`config.mk`:
```
export PLATFORM = sky130hd
export DESIGN_NAME = lsu
export DESIGN_NICKNAME = d
export VERILOG_FILES = /design/src/lsu_pkg.sv /design/src/lsu.sv
export SDC_FILE = /design/constraint.sdc
export NUM_CORES = 1
export LEC_CHECK = 0
export BUFFER_PORTS_ARGS = -buffer_cell sky130_fd_sc_hd__clkbuf_2
export CAP_MARGIN = 5
export CORE_UTILIZATION = 53
export DETAILED_ROUTE_END_ITERATION = 16
export MAX_ROUTING_LAYER = met4
export PLACE_DENSITY = 0.86
export RECOVER_POWER = 50
export SKIP_CTS_REPAIR_TIMING = 1
export SYNTH_ARGS = -nofsm -noshare
export SYNTH_HDL_FRONTEND = slang
export SYNTH_SLANG_ARGS = --single-unit
```
`constraint.sdc`:
```
create_clock -name clk -period 3.1 [get_ports clk]
set_input_delay 0.62 -clock clk [delete_from_list [all_inputs] [get_ports clk]]
set_output_delay 0.62 -clock clk [all_outputs]
set_load 0.05 [all_outputs]
```
`src/lsu_pkg.sv`:
```
package lsu_pkg;

  // data and address width
  localparam int xlen = 32;

  // one strobe bit per byte
  localparam int strb_w = xlen / 8;

  typedef logic [2:0] ld_func;
  typedef logic [2:0] st_func;

  // load function codes, funct3 style
  localparam ld_func ld_b  = 3'b000;
  localparam ld_func ld_h  = 3'b001;
  localparam ld_func ld_w  = 3'b010;
  localparam ld_func ld_bu = 3'b100;
  localparam ld_func ld_hu = 3'b101;

  // store function codes
  localparam st_func st_b = 3'b000;
  localparam st_func st_h = 3'b001;
  localparam st_func st_w = 3'b010;

endpackage

```
`src/lsu.sv`:
```
module lsu
  import lsu_pkg::*;
(
  input  logic              clk,
  input  logic              rstn,

  // load request and response
  input  logic [xlen-1:0]   raddr,
  input  ld_func            rfunc,
  input  logic              rreq_valid,
  output logic              rreq_ready,
  output logic [xlen-1:0]   rdata,
  output logic              rres_valid,
  input  logic              rres_ready,

  // store request and response
  input  logic [xlen-1:0]   waddr,
  input  logic [xlen-1:0]   wdata,
  input  st_func            wfunc,
  input  logic              wreq_valid,
  output logic              wreq_ready,
  output logic              wres_valid,
  input  logic              wres_ready,

  // AXI-lite master
  output logic [xlen-1:0]   araddr,
  output logic              arvalid,
  input  logic              arready,
  input  logic [xlen-1:0]   rdata_ram,
  input  logic              rvalid,
  output logic              rready,
  output logic [xlen-1:0]   awaddr,
  output logic              awvalid,
  input  logic              awready,
  output logic [xlen-1:0]   wdata_ram,
  output logic [strb_w-1:0] wstrb,
  output logic              wvalid,
  input  logic              wready,
  input  logic              bvalid,
  output logic              bready
);

  // read request side
  logic            ar_free, rreq_fire;
  logic            ar_from_req, ar_from_skid, ar_to_skid;
  logic [xlen-1:0] raddr_skid;
  ld_func          rfunc_skid;
  ld_func          ar_func;

  // offset and function of the read waiting on R
  logic [1:0]      r_off;
  ld_func          r_func;

  // read response side
  logic            r_fire, rres_free;
  logic            res_from_r, res_from_hold, r_to_hold;
  logic [xlen-1:0] ld_shift, ld_word, rdata_hold;

  // write side
  logic              aw_free, w_free, wreq_fire;
  logic              aw_from_req, aw_from_park, aw_to_park;
  logic              w_from_req, w_from_park, w_to_park;
  logic              aw_park, w_park;
  logic [xlen-1:0]   awaddr_park, wdata_park;
  logic [strb_w-1:0] wstrb_park;
  logic [strb_w-1:0] st_strb, st_strb_al;
  logic [xlen-1:0]   st_data;

  // store alignment
  always_comb begin
    case (wfunc)
      st_b:    st_strb = 4'b0001;
      st_h:    st_strb = 4'b0011;
      st_w:    st_strb = 4'b1111;
      default: st_strb = 4'b1111;
    endcase
  end

  assign st_data    = wdata << {waddr[1:0], 3'b000};
  assign st_strb_al = st_strb << waddr[1:0];

  // load extraction
  assign ld_shift = rdata_ram >> {r_off, 3'b000};

  always_comb begin
    case (r_func)
      ld_b:    ld_word = {{24{ld_shift[7]}}, ld_shift[7:0]};
      ld_bu:   ld_word = {24'b0, ld_shift[7:0]};
      ld_h:    ld_word = {{16{ld_shift[15]}}, ld_shift[15:0]};
      ld_hu:   ld_word = {16'b0, ld_shift[15:0]};
      ld_w:    ld_word = ld_shift;
      default: ld_word = ld_shift;
    endcase
  end

  // AR issue, from the port or from the skid register
  assign ar_free      = !arvalid || arready;
  assign rreq_fire    = rreq_valid && rreq_ready;
  assign ar_from_req  = rreq_fire && ar_free;
  assign ar_to_skid   = rreq_fire && !ar_free;
  assign ar_from_skid = !rreq_ready && ar_free;

  always_ff @(posedge clk) begin
    if (!rstn) begin
      rreq_ready <= 1'b1;
      arvalid    <= 1'b0;
    end else begin
      if (ar_from_req || ar_from_skid) begin
        arvalid <= 1'b1;
      end else if (arready) begin
        arvalid <= 1'b0;
      end
      if (ar_to_skid) begin
        rreq_ready <= 1'b0;
      end else if (ar_from_skid) begin
        rreq_ready <= 1'b1;
      end
    end
  end

  always_ff @(posedge clk) begin
    if (ar_from_skid) begin
      araddr  <= raddr_skid;
      ar_func <= rfunc_skid;
    end else if (ar_from_req) begin
      araddr  <= raddr;
      ar_func <= rfunc;
    end
    if (ar_to_skid) begin
      raddr_skid <= raddr;
      rfunc_skid <= rfunc;
    end
    if (arvalid && arready) begin
      r_off  <= araddr[1:0];
      r_func <= ar_func;
    end
  end

  // R data into the response, or parked while rres is stalled
  assign r_fire        = rvalid && rready;
  assign rres_free     = !rres_valid || rres_ready;
  assign res_from_r    = r_fire && rres_free;
  assign r_to_hold     = r_fire && !rres_free;
  assign res_from_hold = !rready && rres_free;

  always_ff @(posedge clk) begin
    if (!rstn) begin
      rres_valid <= 1'b0;
      rready     <= 1'b1;
    end else begin
      if (res_from_r || res_from_hold) begin
        rres_valid <= 1'b1;
      end else if (rres_ready) begin
        rres_valid <= 1'b0;
      end
      if (r_to_hold) begin
        rready <= 1'b0;
      end else if (res_from_hold) begin
        rready <= 1'b1;
      end
    end
  end

  always_ff @(posedge clk) begin
    if (res_from_hold) begin
      rdata <= rdata_hold;
    end else if (res_from_r) begin
      rdata <= ld_word;
    end
    if (r_to_hold) begin
      rdata_hold <= ld_word;
    end
  end

  // AW and W issue, each channel parks on its own
  assign aw_free      = !awvalid || awready;
  assign w_free       = !wvalid || wready;
  assign wreq_fire    = wreq_valid && wreq_ready;
  assign aw_from_req  = wreq_fire && aw_free;
  assign aw_to_park   = wreq_fire && !aw_free;
  assign aw_from_park = aw_park && aw_free;
  assign w_from_req   = wreq_fire && w_free;
  assign w_to_park    = wreq_fire && !w_free;
  assign w_from_park  = w_park && w_free;

  always_ff @(posedge clk) begin
    if (!rstn) begin
      wreq_ready <= 1'b1;
      awvalid    <= 1'b0;
      wvalid     <= 1'b0;
      aw_park    <= 1'b0;
      w_park     <= 1'b0;
    end else begin
      if (aw_from_req || aw_from_park) begin
        awvalid <= 1'b1;
      end else if (awready) begin
        awvalid <= 1'b0;
      end
      if (w_from_req || w_from_park) begin
        wvalid <= 1'b1;
      end else if (wready) begin
        wvalid <= 1'b0;
      end
      if (aw_to_park) begin
        aw_park <= 1'b1;
      end else if (aw_from_park) begin
        aw_park <= 1'b0;
      end
      if (w_to_park) begin
        w_park <= 1'b1;
      end else if (w_from_park) begin
        w_park <= 1'b0;
      end
      // ready again once both parked channels have gone out
      if (aw_to_park || w_to_park) begin
        wreq_ready <= 1'b0;
      end else if (!wreq_ready && (!aw_park || aw_free) && (!w_park || w_free)) begin
        wreq_ready <= 1'b1;
      end
    end
  end

  always_ff @(posedge clk) begin
    if (aw_from_park) begin
      awaddr <= awaddr_park;
    end else if (aw_from_req) begin
      awaddr <= waddr;
    end
    if (aw_to_park) begin
      awaddr_park <= waddr;
    end
    if (w_from_park) begin
      wdata_ram <= wdata_park;
      wstrb     <= wstrb_park;
    end else if (w_from_req) begin
      wdata_ram <= st_data;
      wstrb     <= st_strb_al;
    end
    if (w_to_park) begin
      wdata_park <= st_data;
      wstrb_park <= st_strb_al;
    end
  end

  // B accepted only when the write response can take it
  assign bready = !wres_valid || wres_ready;

  always_ff @(posedge clk) begin
    if (!rstn) begin
      wres_valid <= 1'b0;
    end else if (bvalid && bready) begin
      wres_valid <= 1'b1;
    end else if (wres_ready) begin
      wres_valid <= 1'b0;
    end
  end

endmodule

```
Word-level counts from Yosys, hierarchy flattened
Cells that the tools add are included.
{ "word_totals": {"register_bits": 285, "ramBits": 0, "wordCells": 126, "rom_bits": 0, "latchBits": 0, "in_bits": 145, "out_inout_bits": 141, "n_memories": 0} }
{ "op_classes": {"eq_ne": 4, "bitwise": 0, "n_mux": 34, "n_lt_le_gt_ge": 0, "n_mul": 0, "shifts": 3, "add_sub_neg": 0, "n_reduce_logical": 61, "n_div": 0} }
{ "ops": {"columns": ["operator", "count"], "rows": [
  ["$mux W32", 8],
  ["$pmux W32 S4", 1],
  ["$shl A32 B5 Y32", 1],
  ["$shr A32 B5 Y32", 1],
  ["$reduce_bool A2 Y1", 14],
  ["$mux W1", 20],
  ["$logic_and A1 B1 Y1", 19],
  ["$logic_not A1 Y1", 14],
  ["$logic_or A1 B1 Y1", 12],
  ["$mux W4", 2],
  ["$pmux W4 S2", 1],
  ["$eq A3 B1 Y1 const B", 2],
  ["$eq A3 B3 Y1 const B", 2],
  ["$logic_not A3 Y1", 2],
  ["$mux W3", 2],
  ["$shl A4 B2 Y4", 1]
]} }

Logic depth before layout (Yosys ltp)
{ "depth": {"ltp_word": 7, "depth_mapped": 7, "ltp_nobuf": 4} }

Least setup slack after synthesis
No wires, ideal clock.
{ "synth_path": {"kind": "register -> register", "startpoint": "reg arvalid", "endpoint": "reg ar_func[0], enable pin", "arrival_time_ps": 2452, "path_stages_with_launch": 3, "n_path_buf": 0, "synth_period_minus_slack_ps": 2891, "setup_time_ps": 439, "required_time_ps": 2661, "path_slack_ps": 209, "path_cell_list": "dfxtp_1 -> nor2b_1 -> a21oi_1"} }
{ "synth_between": {"elab_chain_len": 4, "elab_cells_between_ends": 5, "classes_between": "reduce/logical (5)"} }
{ "synth_lines": {"columns": ["element", "line_no", "rtl"], "rows": [
  ["start: declaration", "lsu.sv:27", "output logic arvalid,"],
  ["start signal: assignment", "lsu.sv:106", "arvalid <= 1'b0;"],
  ["start signal: assignment", "lsu.sv:109", "arvalid <= 1'b1;"],
  ["start signal: assignment", "lsu.sv:111", "arvalid <= 1'b0;"],
  ["$logic_not A1 Y1 (*)", "lsu.sv:97", "assign ar_free = !arvalid || arready;"],
  ["$logic_or A1 B1 Y1 (*)", "lsu.sv:97", null],
  ["$logic_and A1 B1 Y1, on equally long branches", "lsu.sv:99, lsu.sv:101", null],
  ["$reduce_bool A2 Y1 (no line) (*)", null, null],
  ["end signal: assignment", "lsu.sv:124", "ar_func <= rfunc_skid;"],
  ["end signal: assignment", "lsu.sv:127", "ar_func <= rfunc;"],
  ["end: declaration", "lsu.sv:48", "ld_func ar_func;"]
]} }
Mark *: on every way between the ends. The rest lies on a longest branch, timed or not.
A chain may end at the register's enable or synchronous reset.

Final worst setup path
{ "layout_path": {"startpoint": "in waddr[1]", "endpoint": "reg wdata_ram[3] (data pin)"} }
{ "layout_between": {"elab_chain_len": 3} }
{ "layout_lines": {"columns": ["element", "line_no", "rtl"], "rows": [
  ["start: declaration", "lsu.sv:17", "input logic [xlen-1:0] waddr,"],
  ["$shl A32 B5 Y32", "lsu.sv:79", "assign st_data = wdata << {waddr[1:0], 3'b000};"],
  ["net st_data[3]", "lsu.sv:67", "logic [xlen-1:0] st_data;"],
  ["$mux W32", "lsu.sv:235", "end else if (w_from_req) begin"],
  ["$mux W32", "lsu.sv:232", "if (w_from_park) begin"],
  ["end signal: assignment", "lsu.sv:233", "wdata_ram <= wdata_park;"],
  ["end signal: assignment", "lsu.sv:236", "wdata_ram <= st_data;"],
  ["end: declaration", "lsu.sv:35", "output logic [xlen-1:0] wdata_ram,"]
]} }
The timed path passes the listed nets, and every way through them passes these cells. The select of a mux whose other input is x is not followed.

==> impl_metrics.csv <==
group,metric,value,unit
detailed_routing,final_antenna_net_count,0,
timing,clock_skew,21.1,ps
cts,clock_latency,540,ps
power_and_ir_drop,intPower,0.00667,W
layout,final_cell_mix,"275 x edfxtp_1, 236 x clkbuf_2, 125 x mux2_2, 62 x clkbuf_1, 57 x nand2_1",
timing,whs,283,ps
power_and_ir_drop,p_per_area,633,mW/mm²
layout,mostFrequentLayoutCell,"edfxtp_1",
power_and_ir_drop,leakage,5.47,nW
detailed_routing,post_drt_wl_per_cell,19.9,µm
timing,hold_violations,0,
placement,place_congestion,0.851,
timing,tightest_slew,1960,ps
layout,nets,1152,
floorplanning,start_util,54.6,%
placement,dpl.hpwl,17.6,mm
layout,fin_cells,1304,
detailed_routing,finalWirelength,25.9,mm
synthesis,ys.warnings.count,0,
detailed_routing,drt-pass1-iter-count,5,
timing,rsz0062_at_grt,"no",
layout,drive_above_1_share,43.2,%
detailed_routing,detailedRoute.firstIterationViolations,386,
synthesis,synth.distinct_cells,33,
synthesis,synth_seq_area_share,72.8,%
critical_path,cp.depth,5,
timing,finalCriticalPeriod,2610,ps
placement,place_ws,658,ps
synthesis,syn_nets,850,
layout,area_growth_syn_to_layout,22.4,%
critical_path,worstPathCellList,"clkbuf_1 > clkbuf_1 > nor2_1 > and2_0 > mux2_2",
grt,grt-ovfl-total,0,
outcome,violations,"capacitance limit, slew limit",
floorplanning,top_level_ports,286,
layout,diodes,0,
synthesis,avgSynthCellArea,16.5,µm²
critical_path,required,3380,ps
critical_path,reg2reg_depth,3,
floorplanning,die_w,150,µm
critical_path,cpLargestDelayFamily,"buffers and inverters",
cts,htreeDepth,1,
power_and_ir_drop,switchingPower,0.00233,W
grt,antenna_found_initial,0,
grt,grt_pass1_wl,38.4,mm
cts,ctsLongestPathBuffers,3,
critical_path,worstSetupEndpointType,"register",
synthesis,netlist_area,0.0116,mm²
power_and_ir_drop,peakVddDrop,530,µV
floorplanning,die_y,150,µm
critical_path,path_common_cell,"clkbuf_1",
cts,cts-root-buf,"clkbuf_16",
run,max_cap_viol_count,3,
detailed_routing,drc,0,
detailed_routing,vias,7093,
floorplanning,row_count,53,
placement,io_buffers,285,
grt,grt_use_total,23.3,%
critical_path,start_kind,"input port",
outcome,status,"finished with violations",
cts,clkSinkCount,285,
power_and_ir_drop,comb_power_share,13.5,%
worst_hold_path,hp-class,"in2reg",
power_and_ir_drop,p_clk_share,36.0,%
critical_path,crit_buf_inv,2,
cts,cts_tree,"yes",
grt,grt_max_degree,38,
synthesis,syn_inst,705,
detailed_routing,via_per_inst,5.44,
timing,finalSetupViolCount,0,
critical_path,path_max_fanout,31,
worst_hold_path,hold_depth,1,
cts,cts.clk_slew.worst_paths,60,ps
timing,max_freq,384,MHz
power_and_ir_drop,seqPwrFrac,50.6,%
timing,timing.final.crit_share,84.1,%
timing,max-slew-margin-rel,-30.8,%
timing,setup_slack,493,ps
critical_path,slowest_delay,940,ps
layout,final_core_util,66.8,%
critical_path,crit_arrival,2890,ps
power_and_ir_drop,p_sw_share,25.9,%
placement,dp.cells,1251,
floorplanning,fp.dieArea,0.0225,mm²
floorplanning,placeableCoreArea,0.0213,mm²
critical_path,critPathKind,"in2reg",
timing,slew_violations,99,
synthesis,ys_ff_latch,285,
critical_path,crit_slowest_cell,"clkbuf_1",
cts,cts_made_buffers,29,
timing,setup-tns-final,0,ps
grt,grt_pass1_vias,7151,
==> per-layer routing <==
layer	routed length (µm)	share of wire, %	global-route usage [%]	up-vias
li1	-	-	-	3295
met1	10300	40	29.0	3434
met2	12800	50	37.9	306
met3	1960	7.6	5.09	58
met4	802	3.1	7.58	0
met5	0	0	-	-
==> Yosys cell counts <==
cell type | instances | area, µm²
o21a_1 | 2 | 15.0
buf_1 | 8 | 30.0
a31oi_1 | 3 | 18.8
a211oi_1 | 9 | 67.6
o21ai_0 | 17 | 85.1
mux4_2 | 1 | 22.5
a21oi_1 | 29 | 145
nand2b_1 | 5 | 31.3
and2_1 | 9 | 56.3
nand3_1 | 2 | 10.0
o2bb2ai_1 | 1 | 8.76
nor3_1 | 1 | 5.00
mux2i_1 | 31 | 310
nand2_1 | 57 | 214
inv_1 | 4 | 15.0
o22ai_1 | 1 | 6.26
dfxtp_1 | 10 | 200
a21boi_4 | 1 | 18.8
a31oi_2 | 14 | 175
or4_1 | 1 | 7.51
nor2b_1 | 17 | 106
clkbuf_1 | 12 | 45.0
a221oi_1 | 1 | 8.76
buf_6 | 3 | 33.8
edfxtp_1 | 275 | 8260
a21boi_0 | 3 | 22.5
mux2_2 | 125 | 1410
mux2_1 | 2 | 22.5
nor2_1 | 38 | 143
a2111oi_0 | 1 | 8.76
or2_2 | 8 | 50.1
buf_2 | 12 | 60.1
and3_1 | 2 | 12.5
==> registers in the layout (all words and copies together), names as in the netlist, 2 cells and up <==
| register | count |
|---|---|
| wstrb_park | 4 |
| rdata_hold | 32 |
| awaddr_park | 32 |
| r_off | 2 |
| rdata | 32 |
| wdata_ram | 32 |
| awaddr | 32 |
| ar_func | 3 |
| araddr | 32 |
| rfunc_skid | 3 |
| wdata_park | 32 |
| wstrb | 4 |
| raddr_skid | 32 |
| r_func | 3 |
==> cell type report <==
type	instances	area (µm²)
clock buffers	38	790
clock inverters	15	95.1
fillers	1486	7060
inverters	4	15.0
multi-input cells	381	3030
flip-flops and latches	285	8460
well taps	275	344
repair buffers	306	1490
==> logic make-up (layout without fill, tap and decap cells) <==
logic type      after synthesis  count (layout)  share of synthesized area, %
compound gates               82              82                          5.00
buf+inv                      39             363                          1.58
mux                         159             159                          15.2
flops                       285             285                          72.8
simple gates                140             140                          5.47
==> path summary, 6_finish.rpt <==
path                                               from  slack [ps]                   endpoint
worst max-delay path                           waddr[1]         490     wdata_ram[3]$_DFFE_PP_
worst min-delay path                          raddr[13]         280   raddr_skid[13]$_DFFE_PP_
worst max register to register  wreq_ready$_SDFFE_PN1P_         540  awaddr_park[20]$_DFFE_PP_
worst min register to register     ar_func[0]$_DFFE_PP_         440        r_func[0]$_DFFE_PP_
==> power groups by stage <==
| stage | logic (W) | clock network, W | registers, W |
|---|---|---|---|
| 2_1_floorplan | 0.000338 | 0 | 0.00513 |
| 3_3_place_gp | 0.00120 | 0 | 0.00462 |
| 3_5_place_dp | 0.00123 | 0 | 0.00462 |
| 4_1_cts | 0.00124 | 0.00330 | 0.00455 |
| 5_1_grt | 0.00128 | 0.00344 | 0.00457 |
| 6_report | 0.00121 | 0.00324 | 0.00455 |
==> stage by stage <==
step / power, W / instance area [µm²]
2_1_floorplan: 0.00547 / 11600
4_1_cts: 0.00908 / 14300
3_3_place_gp: 0.00582 / 13400
3_5_place_dp: 0.00585 / 13400
5_1_grt: 0.00928 / 14200
6_report: 0.00900 / 14200
No activity file was read; power rests on OpenSTA's default activity.
